`src/vc_pkg.sv`:
```
// cache tile shared definitions
// sizes, opcodes, wormhole header layout and credit depths
package vc_pkg;

  localparam int VC_WORD_W      = 32;
  localparam int VC_ADDR_W      = 10;
  localparam int VC_BLOCK_WORDS = 4;
  localparam int VC_SETS        = 8;
  localparam int VC_OFS_W       = $clog2(VC_BLOCK_WORDS);
  localparam int VC_IDX_W       = $clog2(VC_SETS);
  localparam int VC_TAG_W       = VC_ADDR_W - VC_IDX_W - VC_OFS_W;
  localparam int VC_BADDR_W     = VC_ADDR_W - VC_OFS_W;
  localparam int VC_SRC_W       = 4;

  // one row of routers, a memory controller at each end
  localparam int VC_CORD_W = 4;
  localparam logic [VC_CORD_W-1:0] VC_MEM_W_CORD = 4'd0;
  localparam logic [VC_CORD_W-1:0] VC_MEM_E_CORD = 4'd15;
  localparam int VC_FLIT_W = 36;

  // header flit fields
  localparam int VC_HDR_DEST_POS  = 0;
  localparam int VC_HDR_DEST_W    = VC_CORD_W;
  localparam int VC_HDR_LEN_POS   = 4;
  localparam int VC_HDR_LEN_W     = 3;
  localparam int VC_HDR_OP_POS    = 7;
  localparam int VC_HDR_OP_W      = 1;
  localparam int VC_HDR_SRC_POS   = 8;
  localparam int VC_HDR_SRC_W     = VC_CORD_W;
  localparam int VC_HDR_BADDR_POS = 12;
  localparam int VC_HDR_BADDR_W   = VC_BADDR_W;

  // router port index
  localparam int VC_DIR_P = 0;
  localparam int VC_DIR_W = 1;
  localparam int VC_DIR_E = 2;

  localparam int VC_LINK_CREDITS = 4;
  localparam int VC_WH_CREDITS   = 4;
  localparam int VC_LINK_CRED_W  = $clog2(VC_LINK_CREDITS + 1);
  localparam int VC_WH_CRED_W    = $clog2(VC_WH_CREDITS + 1);

  typedef enum logic {VC_OP_LOAD = 1'b0, VC_OP_STORE = 1'b1} vc_op_e;
  typedef enum logic {VC_DMA_FILL = 1'b0, VC_DMA_WB = 1'b1} vc_dma_op_e;

  typedef struct packed {
    vc_op_e               op;
    logic [VC_ADDR_W-1:0] addr;
    logic [VC_WORD_W-1:0] data;
    logic [VC_SRC_W-1:0]  src;
  } vc_req_t;

endpackage

```
`src/vc_credit_fifo.sv`:
```
// credit FIFO
// circular buffer that returns one credit for every dequeued entry
`timescale 1ns/100ps

module vc_credit_fifo #(
  parameter type payload_t = logic [7:0],
  parameter int  DEPTH     = 4
) (
  input  logic     clk_i,
  input  logic     arst_n_i,
  input  logic     push_i,
  input  payload_t data_i,
  input  logic     pop_i,
  output logic     valid_o,
  output payload_t data_o,
  output logic     credit_o
);

  localparam int PTR_W = (DEPTH > 1) ? $clog2(DEPTH) : 1;

  payload_t mem [DEPTH];
  logic [PTR_W-1:0] wr_ptr_q, rd_ptr_q;
  logic [PTR_W:0] count_q;
  logic deq;

  assign deq      = pop_i & valid_o;
  assign valid_o  = (count_q != '0);
  assign data_o   = mem[rd_ptr_q];
  // credit goes back as the head leaves
  assign credit_o = deq;

  always_ff @(posedge clk_i or negedge arst_n_i) begin
    if (!arst_n_i) begin
      wr_ptr_q <= '0;
      rd_ptr_q <= '0;
      count_q  <= '0;
    end else begin
      if (push_i) wr_ptr_q <= (wr_ptr_q == PTR_W'(DEPTH-1)) ? '0 : wr_ptr_q + 1'b1;
      if (deq) rd_ptr_q <= (rd_ptr_q == PTR_W'(DEPTH-1)) ? '0 : rd_ptr_q + 1'b1;
      count_q <= count_q + (PTR_W+1)'(push_i) - (PTR_W+1)'(deq);
    end
  end

  always_ff @(posedge clk_i) begin
    if (push_i) mem[wr_ptr_q] <= data_i;
  end

endmodule

```
`src/vc_link_to_cache.sv`:
```
// link to cache adapter
// buffers link requests for the cache and returns responses under credits
`timescale 1ns/100ps

module vc_link_to_cache (
  input  logic                         clk_i,
  input  logic                         arst_n_i,
  input  logic                         req_v_i,
  input  vc_pkg::vc_op_e               req_op_i,
  input  logic [vc_pkg::VC_ADDR_W-1:0] req_addr_i,
  input  logic [vc_pkg::VC_WORD_W-1:0] req_data_i,
  input  logic [vc_pkg::VC_SRC_W-1:0]  req_src_i,
  output logic                         req_credit_o,
  output logic                         resp_v_o,
  output vc_pkg::vc_op_e               resp_op_o,
  output logic [vc_pkg::VC_WORD_W-1:0] resp_data_o,
  output logic [vc_pkg::VC_SRC_W-1:0]  resp_src_o,
  input  logic                         resp_credit_i,
  output logic                         cache_req_v_o,
  output vc_pkg::vc_req_t              cache_req_o,
  input  logic                         cache_req_ready_i,
  input  logic                         cache_resp_v_i,
  input  logic [vc_pkg::VC_WORD_W-1:0] cache_resp_data_i,
  output logic                         cache_resp_ready_o
);
  import vc_pkg::*;

  vc_req_t req_in;
  vc_op_e svc_op_q;
  logic [VC_SRC_W-1:0] svc_src_q;
  logic [VC_LINK_CRED_W-1:0] cred_q;
  logic resp_take;

  assign req_in = '{op: req_op_i, addr: req_addr_i, data: req_data_i, src: req_src_i};

  vc_credit_fifo #(
    .payload_t(vc_req_t),
    .DEPTH(VC_LINK_CREDITS)
  ) req_fifo (
    .clk_i(clk_i),
    .arst_n_i(arst_n_i),
    .push_i(req_v_i),
    .data_i(req_in),
    .pop_i(cache_req_ready_i),
    .valid_o(cache_req_v_o),
    .data_o(cache_req_o),
    .credit_o(req_credit_o)
  );

  // a response is only taken when the far side has room for it
  assign cache_resp_ready_o = (cred_q != '0);
  assign resp_take = cache_resp_v_i & cache_resp_ready_o;

  always_ff @(posedge clk_i) begin
    if (cache_req_v_o & cache_req_ready_i) begin
      svc_op_q  <= cache_req_o.op;
      svc_src_q <= cache_req_o.src;
    end
    if (resp_take) begin
      resp_op_o   <= svc_op_q;
      resp_src_o  <= svc_src_q;
      resp_data_o <= (svc_op_q == VC_OP_STORE) ? '0 : cache_resp_data_i;
    end
  end

  always_ff @(posedge clk_i or negedge arst_n_i) begin
    if (!arst_n_i) begin
      resp_v_o <= 1'b0;
      cred_q   <= VC_LINK_CRED_W'(VC_LINK_CREDITS);
    end else begin
      resp_v_o <= resp_take;
      cred_q   <= cred_q - VC_LINK_CRED_W'(resp_take) + VC_LINK_CRED_W'(resp_credit_i);
    end
  end

endmodule

```
`src/vc_cache.sv`:
```
// direct-mapped write-back cache
// write-allocate, dirty victims go out over DMA before the block fill
`timescale 1ns/100ps

module vc_cache (
  input  logic                          clk_i,
  input  logic                          arst_n_i,
  input  logic                          req_v_i,
  input  vc_pkg::vc_req_t               req_i,
  output logic                          req_ready_o,
  output logic                          resp_v_o,
  output logic [vc_pkg::VC_WORD_W-1:0]  resp_data_o,
  input  logic                          resp_ready_i,
  output logic                          dma_cmd_v_o,
  output vc_pkg::vc_dma_op_e            dma_cmd_op_o,
  output logic [vc_pkg::VC_BADDR_W-1:0] dma_cmd_addr_o,
  input  logic                          dma_cmd_ready_i,
  output logic                          dma_wdata_v_o,
  output logic [vc_pkg::VC_WORD_W-1:0]  dma_wdata_o,
  input  logic                          dma_wdata_ready_i,
  input  logic                          dma_rdata_v_i,
  input  logic [vc_pkg::VC_WORD_W-1:0]  dma_rdata_i,
  output logic                          dma_rdata_ready_o
);
  import vc_pkg::*;

  typedef enum logic [2:0] {
    S_IDLE, S_LOOKUP, S_WB_CMD, S_WB_DATA, S_FILL_CMD, S_FILL_DATA
  } state_e;

  state_e state_q, state_d;
  vc_req_t req_q;
  logic [VC_TAG_W-1:0] tag_mem [VC_SETS];
  logic [VC_WORD_W-1:0] data_mem [VC_SETS][VC_BLOCK_WORDS];
  logic [VC_SETS-1:0] valid_q, dirty_q;
  logic [VC_OFS_W-1:0] cnt_q;
  logic [VC_TAG_W-1:0] tag;
  logic [VC_IDX_W-1:0] idx;
  logic [VC_OFS_W-1:0] ofs;
  logic hit, last_word, store_hit, wb_beat, fill_beat;

  assign {tag, idx, ofs} = req_q.addr;
  assign hit       = valid_q[idx] & (tag_mem[idx] == tag);
  assign last_word = (cnt_q == VC_OFS_W'(VC_BLOCK_WORDS-1));

  assign req_ready_o = (state_q == S_IDLE);
  // hit answers straight from the lookup cycle
  assign resp_v_o    = (state_q == S_LOOKUP) & hit;
  assign resp_data_o = data_mem[idx][ofs];
  assign store_hit   = resp_v_o & resp_ready_i & (req_q.op == VC_OP_STORE);

  assign dma_cmd_v_o    = (state_q == S_WB_CMD) | (state_q == S_FILL_CMD);
  assign dma_cmd_op_o   = (state_q == S_WB_CMD) ? VC_DMA_WB : VC_DMA_FILL;
  // victim block address is rebuilt from the stored tag
  assign dma_cmd_addr_o = (state_q == S_WB_CMD) ? {tag_mem[idx], idx} : {tag, idx};

  assign dma_wdata_v_o     = (state_q == S_WB_DATA);
  assign dma_wdata_o       = data_mem[idx][cnt_q];
  assign dma_rdata_ready_o = (state_q == S_FILL_DATA);
  assign wb_beat   = dma_wdata_v_o & dma_wdata_ready_i;
  assign fill_beat = dma_rdata_ready_o & dma_rdata_v_i;

  always_comb begin
    state_d = state_q;
    case (state_q)
      S_IDLE: if (req_v_i) state_d = S_LOOKUP;
      S_LOOKUP: begin
        if (hit) begin
          if (resp_ready_i) state_d = S_IDLE;
        end else if (valid_q[idx] & dirty_q[idx]) begin
          state_d = S_WB_CMD;
        end else begin
          state_d = S_FILL_CMD;
        end
      end
      S_WB_CMD:    if (dma_cmd_ready_i) state_d = S_WB_DATA;
      S_WB_DATA:   if (wb_beat & last_word) state_d = S_FILL_CMD;
      S_FILL_CMD:  if (dma_cmd_ready_i) state_d = S_FILL_DATA;
      // replay the access once the block is in
      S_FILL_DATA: if (fill_beat & last_word) state_d = S_LOOKUP;
      default:     state_d = S_IDLE;
    endcase
  end

  always_ff @(posedge clk_i or negedge arst_n_i) begin
    if (!arst_n_i) begin
      state_q <= S_IDLE;
      cnt_q   <= '0;
      valid_q <= '0;
      dirty_q <= '0;
    end else begin
      state_q <= state_d;
      // word counter wraps back to zero after each block
      if (wb_beat | fill_beat) cnt_q <= cnt_q + 1'b1;
      if (fill_beat & last_word) begin
        valid_q[idx] <= 1'b1;
        dirty_q[idx] <= 1'b0;
      end
      if (store_hit) dirty_q[idx] <= 1'b1;
    end
  end

  always_ff @(posedge clk_i) begin
    if (req_v_i & req_ready_o) req_q <= req_i;
    if (fill_beat) data_mem[idx][cnt_q] <= dma_rdata_i;
    if (fill_beat & last_word) tag_mem[idx] <= tag;
    if (store_hit) data_mem[idx][ofs] <= req_q.data;
  end

endmodule

```
`src/vc_dma_to_wormhole.sv`:
```
// cache DMA to wormhole adapter
// packs fill and writeback commands into packets, unpacks fill replies
`timescale 1ns/100ps

module vc_dma_to_wormhole (
  input  logic                          clk_i,
  input  logic                          arst_n_i,
  input  logic [vc_pkg::VC_CORD_W-1:0]  my_cord_i,
  input  logic                          dma_cmd_v_i,
  input  vc_pkg::vc_dma_op_e            dma_cmd_op_i,
  input  logic [vc_pkg::VC_BADDR_W-1:0] dma_cmd_addr_i,
  output logic                          dma_cmd_ready_o,
  input  logic                          dma_wdata_v_i,
  input  logic [vc_pkg::VC_WORD_W-1:0]  dma_wdata_i,
  output logic                          dma_wdata_ready_o,
  output logic                          dma_rdata_v_o,
  output logic [vc_pkg::VC_WORD_W-1:0]  dma_rdata_o,
  input  logic                          dma_rdata_ready_i,
  output logic                          flit_v_o,
  output logic [vc_pkg::VC_FLIT_W-1:0]  flit_o,
  input  logic                          flit_ready_i,
  input  logic                          flit_v_i,
  input  logic [vc_pkg::VC_FLIT_W-1:0]  flit_i,
  output logic                          flit_ready_o
);
  import vc_pkg::*;

  logic [VC_HDR_LEN_W-1:0] tx_left_q, rx_left_q;
  logic [VC_FLIT_W-1:0] hdr;
  logic tx_body, rx_body;

  assign tx_body = (tx_left_q != '0);
  assign rx_body = (rx_left_q != '0);

  // top address bit picks the memory at the east or west end
  always_comb begin
    hdr = '0;
    hdr[VC_HDR_DEST_POS +: VC_HDR_DEST_W] =
      dma_cmd_addr_i[VC_BADDR_W-1] ? VC_MEM_E_CORD : VC_MEM_W_CORD;
    hdr[VC_HDR_LEN_POS +: VC_HDR_LEN_W] =
      (dma_cmd_op_i == VC_DMA_WB) ? VC_HDR_LEN_W'(VC_BLOCK_WORDS) : '0;
    hdr[VC_HDR_OP_POS +: VC_HDR_OP_W]       = dma_cmd_op_i;
    hdr[VC_HDR_SRC_POS +: VC_HDR_SRC_W]     = my_cord_i;
    hdr[VC_HDR_BADDR_POS +: VC_HDR_BADDR_W] = dma_cmd_addr_i;
  end

  // header first, then the writeback words
  assign flit_v_o          = tx_body ? dma_wdata_v_i : dma_cmd_v_i;
  assign flit_o            = tx_body ? VC_FLIT_W'(dma_wdata_i) : hdr;
  assign dma_cmd_ready_o   = ~tx_body & flit_ready_i;
  assign dma_wdata_ready_o = tx_body & flit_ready_i;

  // reply header stops here, only the words reach the cache
  assign dma_rdata_v_o = rx_body & flit_v_i;
  assign dma_rdata_o   = flit_i[VC_WORD_W-1:0];
  assign flit_ready_o  = ~rx_body | dma_rdata_ready_i;

  always_ff @(posedge clk_i or negedge arst_n_i) begin
    if (!arst_n_i) begin
      tx_left_q <= '0;
      rx_left_q <= '0;
    end else begin
      if (dma_cmd_v_i & dma_cmd_ready_o & (dma_cmd_op_i == VC_DMA_WB)) begin
        tx_left_q <= VC_HDR_LEN_W'(VC_BLOCK_WORDS);
      end else if (dma_wdata_v_i & dma_wdata_ready_o) begin
        tx_left_q <= tx_left_q - 1'b1;
      end
      if (flit_v_i & flit_ready_o) begin
        rx_left_q <= rx_body ? rx_left_q - 1'b1 : flit_i[VC_HDR_LEN_POS +: VC_HDR_LEN_W];
      end
    end
  end

endmodule

```
`src/vc_wh_router.sv`:
```
// one-dimensional wormhole router with P, W and E ports
// credits on W and E, valid/ready on P, outputs locked per packet
`timescale 1ns/100ps

module vc_wh_router (
  input  logic                         clk_i,
  input  logic                         arst_n_i,
  input  logic [vc_pkg::VC_CORD_W-1:0] my_cord_i,
  input  logic                         p_v_i,
  input  logic [vc_pkg::VC_FLIT_W-1:0] p_flit_i,
  output logic                         p_ready_o,
  output logic                         p_v_o,
  output logic [vc_pkg::VC_FLIT_W-1:0] p_flit_o,
  input  logic                         p_ready_i,
  input  logic                         w_v_i,
  input  logic [vc_pkg::VC_FLIT_W-1:0] w_flit_i,
  output logic                         w_credit_o,
  output logic                         w_v_o,
  output logic [vc_pkg::VC_FLIT_W-1:0] w_flit_o,
  input  logic                         w_credit_i,
  input  logic                         e_v_i,
  input  logic [vc_pkg::VC_FLIT_W-1:0] e_flit_i,
  output logic                         e_credit_o,
  output logic                         e_v_o,
  output logic [vc_pkg::VC_FLIT_W-1:0] e_flit_o,
  input  logic                         e_credit_i
);
  import vc_pkg::*;

  logic [2:0] in_v, pop, out_can, out_v_q;
  logic [VC_FLIT_W-1:0] in_flit [3];
  logic [VC_FLIT_W-1:0] out_flit_q [3];
  logic [1:0] req_dir [3];
  logic [1:0] in_dir_q [3];
  logic [1:0] rr_q [3];
  logic [VC_HDR_LEN_W-1:0] in_left_q [3];
  // gnt[output][input]
  logic [2:0] gnt [3];
  logic [VC_WH_CRED_W-1:0] cred_q [VC_DIR_W:VC_DIR_E];
  logic [VC_DIR_E:VC_DIR_W] out_credit;

  vc_credit_fifo #(.payload_t(logic [VC_FLIT_W-1:0]), .DEPTH(VC_WH_CREDITS)) w_fifo (
    .clk_i(clk_i), .arst_n_i(arst_n_i),
    .push_i(w_v_i), .data_i(w_flit_i), .pop_i(pop[VC_DIR_W]),
    .valid_o(in_v[VC_DIR_W]), .data_o(in_flit[VC_DIR_W]), .credit_o(w_credit_o)
  );

  vc_credit_fifo #(.payload_t(logic [VC_FLIT_W-1:0]), .DEPTH(VC_WH_CREDITS)) e_fifo (
    .clk_i(clk_i), .arst_n_i(arst_n_i),
    .push_i(e_v_i), .data_i(e_flit_i), .pop_i(pop[VC_DIR_E]),
    .valid_o(in_v[VC_DIR_E]), .data_o(in_flit[VC_DIR_E]), .credit_o(e_credit_o)
  );

  assign in_v[VC_DIR_P]    = p_v_i;
  assign in_flit[VC_DIR_P] = p_flit_i;
  assign p_ready_o         = pop[VC_DIR_P];
  assign pop        = gnt[VC_DIR_P] | gnt[VC_DIR_W] | gnt[VC_DIR_E];
  assign out_credit = {e_credit_i, w_credit_i};

  assign out_can[VC_DIR_P] = ~out_v_q[VC_DIR_P] | p_ready_i;
  assign out_can[VC_DIR_W] = (cred_q[VC_DIR_W] != '0);
  assign out_can[VC_DIR_E] = (cred_q[VC_DIR_E] != '0);

  // body flits follow the header's route
  always_comb begin
    for (int i = 0; i < 3; i++) begin
      if (in_left_q[i] != '0) req_dir[i] = in_dir_q[i];
      else if (in_flit[i][VC_HDR_DEST_POS +: VC_HDR_DEST_W] < my_cord_i) req_dir[i] = 2'(VC_DIR_W);
      else if (in_flit[i][VC_HDR_DEST_POS +: VC_HDR_DEST_W] > my_cord_i) req_dir[i] = 2'(VC_DIR_E);
      else req_dir[i] = 2'(VC_DIR_P);
    end
  end

  always_comb begin
    logic busy;
    int k;
    for (int o = 0; o < 3; o++) begin
      gnt[o] = '0;
      busy = 1'b0;
      for (int i = 0; i < 3; i++) begin
        if (in_left_q[i] != '0 && in_dir_q[i] == 2'(o)) begin
          busy = 1'b1;
          gnt[o][i] = in_v[i] & out_can[o];
        end
      end
      // free output, headers take turns after the last winner
      for (int j = 1; j <= 3; j++) begin
        k = (int'(rr_q[o]) + j) % 3;
        if (!busy && out_can[o] && in_v[k] && req_dir[k] == 2'(o) && gnt[o] == '0) begin
          gnt[o][k] = 1'b1;
        end
      end
    end
  end

  always_ff @(posedge clk_i or negedge arst_n_i) begin
    if (!arst_n_i) begin
      out_v_q <= '0;
      for (int i = 0; i < 3; i++) begin
        in_left_q[i] <= '0;
        rr_q[i]      <= '0;
      end
      cred_q[VC_DIR_W] <= VC_WH_CRED_W'(VC_WH_CREDITS);
      cred_q[VC_DIR_E] <= VC_WH_CRED_W'(VC_WH_CREDITS);
    end else begin
      for (int i = 0; i < 3; i++) begin
        if (pop[i]) begin
          in_left_q[i] <= (in_left_q[i] != '0) ? in_left_q[i] - 1'b1
                                               : in_flit[i][VC_HDR_LEN_POS +: VC_HDR_LEN_W];
        end
      end
      for (int o = 0; o < 3; o++) begin
        if (gnt[o] != '0) out_v_q[o] <= 1'b1;
        else if (o != VC_DIR_P || p_ready_i) out_v_q[o] <= 1'b0;
        for (int i = 0; i < 3; i++) begin
          if (gnt[o][i] && in_left_q[i] == '0) rr_q[o] <= 2'(i);
        end
      end
      for (int o = VC_DIR_W; o <= VC_DIR_E; o++) begin
        cred_q[o] <= cred_q[o] - VC_WH_CRED_W'(gnt[o] != '0) + VC_WH_CRED_W'(out_credit[o]);
      end
    end
  end

  always_ff @(posedge clk_i) begin
    for (int i = 0; i < 3; i++) begin
      if (pop[i] && in_left_q[i] == '0) in_dir_q[i] <= req_dir[i];
    end
    for (int o = 0; o < 3; o++) begin
      for (int i = 0; i < 3; i++) begin
        if (gnt[o][i]) out_flit_q[o] <= in_flit[i];
      end
    end
  end

  assign p_v_o    = out_v_q[VC_DIR_P];
  assign p_flit_o = out_flit_q[VC_DIR_P];
  assign w_v_o    = out_v_q[VC_DIR_W];
  assign w_flit_o = out_flit_q[VC_DIR_W];
  assign e_v_o    = out_v_q[VC_DIR_E];
  assign e_flit_o = out_flit_q[VC_DIR_E];

endmodule

```
`src/vc_tile.sv`:
```
// cache tile top level
// link adapter, cache, DMA to wormhole adapter and row router
`timescale 1ns/100ps

module vc_tile (
  input  logic                         clk_i,
  input  logic                         arst_n_i,
  input  logic [vc_pkg::VC_CORD_W-1:0] my_cord_i,
  input  logic                         req_v_i,
  input  vc_pkg::vc_op_e               req_op_i,
  input  logic [vc_pkg::VC_ADDR_W-1:0] req_addr_i,
  input  logic [vc_pkg::VC_WORD_W-1:0] req_data_i,
  input  logic [vc_pkg::VC_SRC_W-1:0]  req_src_i,
  output logic                         req_credit_o,
  output logic                         resp_v_o,
  output vc_pkg::vc_op_e               resp_op_o,
  output logic [vc_pkg::VC_WORD_W-1:0] resp_data_o,
  output logic [vc_pkg::VC_SRC_W-1:0]  resp_src_o,
  input  logic                         resp_credit_i,
  output logic                         wh_w_v_o,
  output logic [vc_pkg::VC_FLIT_W-1:0] wh_w_flit_o,
  input  logic                         wh_w_credit_i,
  input  logic                         wh_w_v_i,
  input  logic [vc_pkg::VC_FLIT_W-1:0] wh_w_flit_i,
  output logic                         wh_w_credit_o,
  output logic                         wh_e_v_o,
  output logic [vc_pkg::VC_FLIT_W-1:0] wh_e_flit_o,
  input  logic                         wh_e_credit_i,
  input  logic                         wh_e_v_i,
  input  logic [vc_pkg::VC_FLIT_W-1:0] wh_e_flit_i,
  output logic                         wh_e_credit_o
);
  import vc_pkg::*;

  vc_req_t cache_req;
  logic cache_req_v, cache_req_ready, cache_resp_v, cache_resp_ready;
  logic [VC_WORD_W-1:0] cache_resp_data, dma_wdata, dma_rdata;
  logic dma_cmd_v, dma_cmd_ready, dma_wdata_v, dma_wdata_ready, dma_rdata_v, dma_rdata_ready;
  vc_dma_op_e dma_cmd_op;
  logic [VC_BADDR_W-1:0] dma_cmd_addr;
  // DMA adapter to router P port
  logic p_in_v, p_in_ready, p_out_v, p_out_ready;
  logic [VC_FLIT_W-1:0] p_in_flit, p_out_flit;

  vc_link_to_cache link_to_cache (
    .clk_i(clk_i), .arst_n_i(arst_n_i),
    .req_v_i(req_v_i), .req_op_i(req_op_i), .req_addr_i(req_addr_i),
    .req_data_i(req_data_i), .req_src_i(req_src_i), .req_credit_o(req_credit_o),
    .resp_v_o(resp_v_o), .resp_op_o(resp_op_o), .resp_data_o(resp_data_o),
    .resp_src_o(resp_src_o), .resp_credit_i(resp_credit_i),
    .cache_req_v_o(cache_req_v), .cache_req_o(cache_req), .cache_req_ready_i(cache_req_ready),
    .cache_resp_v_i(cache_resp_v), .cache_resp_data_i(cache_resp_data),
    .cache_resp_ready_o(cache_resp_ready)
  );

  vc_cache cache (
    .clk_i(clk_i), .arst_n_i(arst_n_i),
    .req_v_i(cache_req_v), .req_i(cache_req), .req_ready_o(cache_req_ready),
    .resp_v_o(cache_resp_v), .resp_data_o(cache_resp_data), .resp_ready_i(cache_resp_ready),
    .dma_cmd_v_o(dma_cmd_v), .dma_cmd_op_o(dma_cmd_op), .dma_cmd_addr_o(dma_cmd_addr),
    .dma_cmd_ready_i(dma_cmd_ready),
    .dma_wdata_v_o(dma_wdata_v), .dma_wdata_o(dma_wdata), .dma_wdata_ready_i(dma_wdata_ready),
    .dma_rdata_v_i(dma_rdata_v), .dma_rdata_i(dma_rdata), .dma_rdata_ready_o(dma_rdata_ready)
  );

  vc_dma_to_wormhole dma_to_wh (
    .clk_i(clk_i), .arst_n_i(arst_n_i), .my_cord_i(my_cord_i),
    .dma_cmd_v_i(dma_cmd_v), .dma_cmd_op_i(dma_cmd_op), .dma_cmd_addr_i(dma_cmd_addr),
    .dma_cmd_ready_o(dma_cmd_ready),
    .dma_wdata_v_i(dma_wdata_v), .dma_wdata_i(dma_wdata), .dma_wdata_ready_o(dma_wdata_ready),
    .dma_rdata_v_o(dma_rdata_v), .dma_rdata_o(dma_rdata), .dma_rdata_ready_i(dma_rdata_ready),
    .flit_v_o(p_in_v), .flit_o(p_in_flit), .flit_ready_i(p_in_ready),
    .flit_v_i(p_out_v), .flit_i(p_out_flit), .flit_ready_o(p_out_ready)
  );

  vc_wh_router wh_rtr (
    .clk_i(clk_i), .arst_n_i(arst_n_i), .my_cord_i(my_cord_i),
    .p_v_i(p_in_v), .p_flit_i(p_in_flit), .p_ready_o(p_in_ready),
    .p_v_o(p_out_v), .p_flit_o(p_out_flit), .p_ready_i(p_out_ready),
    .w_v_i(wh_w_v_i), .w_flit_i(wh_w_flit_i), .w_credit_o(wh_w_credit_o),
    .w_v_o(wh_w_v_o), .w_flit_o(wh_w_flit_o), .w_credit_i(wh_w_credit_i),
    .e_v_i(wh_e_v_i), .e_flit_i(wh_e_flit_i), .e_credit_o(wh_e_credit_o),
    .e_v_o(wh_e_v_o), .e_flit_o(wh_e_flit_o), .e_credit_i(wh_e_credit_i)
  );

endmodule

```
`config.mk`:
```
export PLATFORM = sky130hd
export DESIGN_NAME = vc_tile
export DESIGN_NICKNAME = d
export VERILOG_FILES = /design/src/vc_pkg.sv /design/src/vc_credit_fifo.sv /design/src/vc_link_to_cache.sv /design/src/vc_cache.sv /design/src/vc_dma_to_wormhole.sv /design/src/vc_wh_router.sv /design/src/vc_tile.sv
export SDC_FILE = /design/constraint.sdc
export NUM_CORES = 2
export LEC_CHECK = 0
export BUFFER_PORTS_ARGS = -buffer_cell sky130_fd_sc_hd__buf_2
export CAP_MARGIN = 0
export CORE_MARGIN = 10
export CORE_UTILIZATION = 44
export DETAILED_ROUTE_END_ITERATION = 7
export MAX_ROUTING_LAYER = met4
export SLEW_MARGIN = 0
export SYNTH_ARGS = -nofsm -noshare
export SYNTH_HDL_FRONTEND = slang
export SYNTH_SLANG_ARGS = --single-unit
```
`constraint.sdc`:
```
create_clock -name clk_i -period 9.6 [get_ports clk_i]
set_clock_uncertainty 0.1 [all_clocks]
set_input_delay 0.48 -clock clk_i [delete_from_list [all_inputs] [get_ports clk_i]]
set_output_delay 0.48 -clock clk_i [all_outputs]
set_load 0.02 [all_outputs]
```
==> tab_implementation.tex <==
\begin{tabular}{lr}
\hline
Metric & Value \\
\hline
\multicolumn{2}{l}{\textbf{Placement}} \\
\quad Post-detailed-placement cell area & 0.0763 mm\^{}2 \\
\quad Routability congestion estimate & 0.920 \\
\quad Sum of net half-perimeters after detailed placement & 137 mm \\
\quad Cell count after placement & 6448 \\
\quad Buffers added on ports & 245 \\
\multicolumn{2}{l}{\textbf{Routing}} \\
\quad Vias after detailed routing & 42.2k \\
\quad DRC viols & 0 \\
\quad First drt pass iteration count & 8 \\
\quad Total Wirelength & 217 mm \\
\quad Remaining number of nets flagged by the antenna check after routing & 0 \\
\quad Average wire length per cell after detail routing & 31.4 um \\
\quad Iteration-0 DRC Markers & 5296 \\
\quad Via-to-Cell Ratio & a little over 6 \\
\multicolumn{2}{l}{\textbf{Cells and area}} \\
\quad Share of final-layout standard cells stronger than drive strength 1 & 21.1\% \\
\quad Highest-count cells in the layout ignoring fill and taps & sky130\_fd\_sc\_hd\_\_edfxtp\_1 (1734), sky130\_fd\_sc\_hd\_\_a22oi\_1 (288), sky130\_fd\_sc\_hd\_\_buf\_2 (244) \\
\quad Non-Filler Cell Area, Final & 0.0834 mm\^{}2 \\
\quad Most frequent standard cell in the layout excluding fill and tap cells & sky130\_fd\_sc\_hd\_\_edfxtp\_1 \\
\quad Fin nets & 4782 \\
\quad Area growth from synthesis to final layout & 15.7\% \\
\quad Number of filler instances in the final layout & 13.1k \\
\quad Non-filler cells in the finished layout & 6921 \\
\multicolumn{2}{l}{\textbf{Synthesis}} \\
\quad Mean post-synth cell area & between 15 and 20 um\^{}2 \\
\quad Leading post-synthesis cells by cell area & sky130\_fd\_sc\_hd\_\_edfxtp\_1 (72\%), sky130\_fd\_sc\_hd\_\_mux4\_2 (4.7\%), sky130\_fd\_sc\_hd\_\_a22oi\_1 (3.0\%) \\
\quad Post-Synthesis Net Count & 4368 \\
\quad Yosys cell types & 92 \\
\quad Parity-gate share of the synthesized area counting xor and xnor cells & 0.231\% \\
\quad Area of the mapped netlist & a little over 0.07 mm\^{}2 \\
\quad Sequential area share after synthesis & $\sim$75\% \\
\quad Number of enable-type register cells in the synthesized netlist & 1734 \\
\quad Cell count after synthesis & between 4k and 5k \\
\quad Main flop type after synthesis & sky130\_fd\_sc\_hd\_\_edfxtp\_1 \\
\quad Area fraction in and, or, nand and nor cells after synthesis & 4.66\% \\
\quad Adder-cell share of the synthesized area & 1.29\% \\
\quad Fraction of registers with async set or reset after synthesis & $\sim$4.2\% \\
\quad Multiplexer area fraction after synthesis & 8.33\% \\
\quad Synth Area in Compound Gates & between 8 and 9\% \\
\quad Share of the synthesized area in the top cell type & 72.2\% \\
\quad Synthesized flop and latch total & 1810 \\
\quad Yosys warning count & 0 \\
\quad Leading area contributor after synthesis & sky130\_fd\_sc\_hd\_\_edfxtp\_1 \\
\quad Largest family of logic cells by synthesized area & compound AO/OA/AOI/OAI gates \\
\multicolumn{2}{l}{\textbf{Floorplan}} \\
\quad Die width & 425 um \\
\quad Std-Cell Core Area & 0.163 mm\^{}2 \\
\quad Effective utilization at floorplan & 44.3\% \\
\quad DIE HEIGHT & 425 um \\
\quad Number of top-level pins & 246 \\
\quad Number of standard-cell rows in the floorplan & approximately 150 \\
\quad Die footprint & 0.180 mm\^{}2 \\
\multicolumn{2}{l}{\textbf{Global route}} \\
\quad First-pass GRT wire length & about 310 mm \\
\quad Initial antenna violation count & 20 \\
\quad Global-route track usage on met3 & under 10\% \\
\quad Overall routing resource usage & approximately 24\% \\
\quad Final global-route overflow total & 0 \\
\quad Largest net degree at the start of global routing & 71 \\
\quad Met1 track demand over resource & 32.3\% \\
\quad Via count of the first global-routing pass & 41.3k \\
\quad Layer carrying the most global-route usage & met2 \\
\quad GR Util met2 & 37.3\% \\
\multicolumn{2}{l}{\textbf{Power}} \\
\quad Register share of total power & 41.7\% \\
\quad Overall Power & 28.3 mW \\
\quad Internal power & 17.9 mW \\
\quad Switching power & 10.4 mW \\
\quad Net switching fraction of the power & between 30\% and 40\% \\
\quad Share of power burned in the clock network & 24.7\% \\
\quad Share of power burned in combinational logic & 33.6\% \\
\quad Peak ir drop on the vdd network & 0.232 mV \\
\quad Power density relative to cell area & 339 mW/mm\^{}2 \\
\quad Leak Pwr & about 27 nW \\
\multicolumn{2}{l}{\textbf{Clock tree}} \\
\quad Root buffer cell & sky130\_fd\_sc\_hd\_\_clkbuf\_16 \\
\quad Number of buffers inserted during clock tree synthesis & between 150 and 200 \\
\quad Max Root-Sink Buffers & 3 \\
\quad H-tree depth & 4 \\
\quad Clock slew seen by the registers of the worst setup and hold paths & 0.06 ns \\
\quad Buffer count from post-CTS setup fixing & 0 \\
\quad Clock tree from TritonCTS & done \\
\quad Sinks on Clock Net & about 1.8k \\
\quad Insertion delay of the later-clocked pin in the worst-skew pair & 0.84 ns \\
\multicolumn{2}{l}{\textbf{STA}} \\
\quad Final critical delay including setup and external delays & roughly 7.6 ns \\
\quad Relative slew margins & 14.6\% \\
\quad Actual slew at the worst max-slew pin & roughly 1.3 ns \\
\quad RSZ-0062 raised after global routing & no \\
\quad Highest attainable clock frequency & 132 MHz \\
\quad Worst hold margin & just over 0.08 ns \\
\quad Setup TNS & 0 ns \\
\quad Total of endpoints with negative setup slack in the final report & 0 \\
\quad Final slew viol count & 0 \\
\quad Endpoints failing hold & 0 \\
\quad Final period utilization & 78.8\% \\
\multicolumn{2}{l}{\textbf{Run status}} \\
\quad Status & finished clean \\
\multicolumn{2}{l}{\textbf{Critical path}} \\
\quad Type of element launching the critical path & flip-flop \\
\quad CP Data Required Time & 9.02 ns \\
\quad Category of the worst setup path capture point & primary output \\
\quad Critical path fanouts, max & 31 \\
\quad Data arrival, critical path & 6.98 ns \\
\quad Critical path class & flip-flop to primary output \\
\multicolumn{2}{l}{\textbf{Run}} \\
\quad Maxcap violations & 0 \\
\multicolumn{2}{l}{\textbf{Min path}} \\
\quad Type of the most critical hold path & input pin to asynchronous set/reset pin \\
\hline
\end{tabular}
-- cell type report --
cell class              count  area [um^2]  area share, %
multi-input cells        2043        17200           20.7
inverters                  63          236          0.284
well taps                2175         2720           3.26
clock inverters           106         1020           1.22
flip-flops and latches   1810        54000           64.7
repair buffers            483         3370           4.04
clock buffers             219         4770           5.71
diodes                     22         55.1         0.0660
-- state kept, by name (all words and copies together) (netlist names), 4 cells and up, named ones only --
| register | flops |
|---|---|
| wh_rtr.rr_q | 6 |
| link_to_cache.resp_src_o | 4 |
| cache.valid_q | 8 |
| wh_rtr.cred_q | 6 |
| link_to_cache.resp_data_o | 32 |
| link_to_cache.svc_src_q | 4 |
| cache.data_mem | 1024 |
| wh_rtr.out_flit_q | 104 |
| link_to_cache.req_fifo.mem | 188 |
| wh_rtr.in_left_q | 9 |
| wh_rtr.e_fifo.mem | 144 |
| wh_rtr.w_fifo.mem | 144 |
| cache.req_q | 38 |
| wh_rtr.in_dir_q | 6 |
| cache.tag_mem | 40 |
-- layer usage --
metal | part of all wire [%] | wire (um) | up-vias
li1 | - | - | 17801
met2 | 47 | 102000 | 2208
met4 | 4.1 | 8850 | 0
met1 | 40 | 86400 | 21820
met3 | 9.3 | 20300 | 408
met5 | 0 | 0 | -
-- cell usage after synthesis, drive strengths merged (36+ instances only) --
cell type,n
edfxtp,1734
a22oi,288
nand2,214
nor2,183
clkbuf,178
mux4,150
o21ai,148
mux2,139
mux2i,105
a22o,95
a221oi,81
a21oi,80
and3,74
dfrtp,73
buf,72
ha,65
inv,61
a211oi,41
nor3,36
-- per-stage QoR --
step	setup slack [ns]	utilization [%]
2_1_floorplan	1.52	-
3_3_place_gp	2.37	46.9
3_5_place_dp	2.32	46.9
4_1_cts	1.99	51.2
5_1_grt	1.63	51.2
6_report	2.04	51.2
-- worst paths after layout --
check / startpoint / to / slack [ns] / cells after the start
max: cache.idx[1] / wh_e_credit_o / 2.04 / 20
min: arst_n_i / wh_rtr.cred_q[4] / 0.08 / 2
max reg2reg: cache.idx[1] / wh_rtr.e_fifo.count_q[2] / 2.21 / 26
min reg2reg: link_to_cache.svc_src_q[1] / link_to_cache.resp_src_o[1] / 0.32 / 0
max in group asynchronous: arst_n_i / link_to_cache.req_fifo.rd_ptr_q[0] / 8.06 / 3
min in group clk_i: wh_e_flit_i[28] / wh_rtr.e_fifo.mem[3][28] / 0.31 / 2
-- repair_timing --
item / CTS / global route
endpoints found under the hold margin: 525 / 0
resized for setup: 0 / 0
hold buffers: 126 / 0
-- kinds of logic after synthesis --
kind of cell | after synthesis
compound gates | 876
xor+xnor | 19
fa+ha+maj | 71
buf+inv | 313
flops | 1810
mux | 394
simple gates | 683
-- power groups by stage --
stage / Sequential [mW] / Clock [mW] / Combinational, mW
floorplan: 11.4 / 0 / 5.76
global placement: 11.9 / 0 / 9.30
detailed placement: 11.9 / 0 / 9.38
CTS: 11.8 / 7.06 / 9.47
global route: 11.8 / 7.38 / 10.2
finish: 11.8 / 6.99 / 9.50
-- worst max-delay path, cell delays in order, from the launching register on --
cell                       delay (ns)
sky130_fd_sc_hd__edfxtp_1        0.33
sky130_fd_sc_hd__buf_4           0.33
sky130_fd_sc_hd__nor2b_1         0.31
sky130_fd_sc_hd__nor2b_4         0.41
sky130_fd_sc_hd__buf_4           0.43
sky130_fd_sc_hd__a22oi_1         0.17
sky130_fd_sc_hd__and4_1          0.28
sky130_fd_sc_hd__a211oi_1        0.31
sky130_fd_sc_hd__a211o_1         0.36
sky130_fd_sc_hd__inv_1           0.10
sky130_fd_sc_hd__ha_1            0.28
sky130_fd_sc_hd__nand2_1         0.06
sky130_fd_sc_hd__or4_1           0.54
sky130_fd_sc_hd__a211oi_1        0.32
sky130_fd_sc_hd__and2_1          0.17
sky130_fd_sc_hd__o31a_1          0.23
sky130_fd_sc_hd__a21boi_1        0.15
sky130_fd_sc_hd__a211o_2         0.38
sky130_fd_sc_hd__nor3_2          0.58
sky130_fd_sc_hd__nor2_1          0.16
sky130_fd_sc_hd__buf_2           0.22
Power figures use the tool's default switching activity.
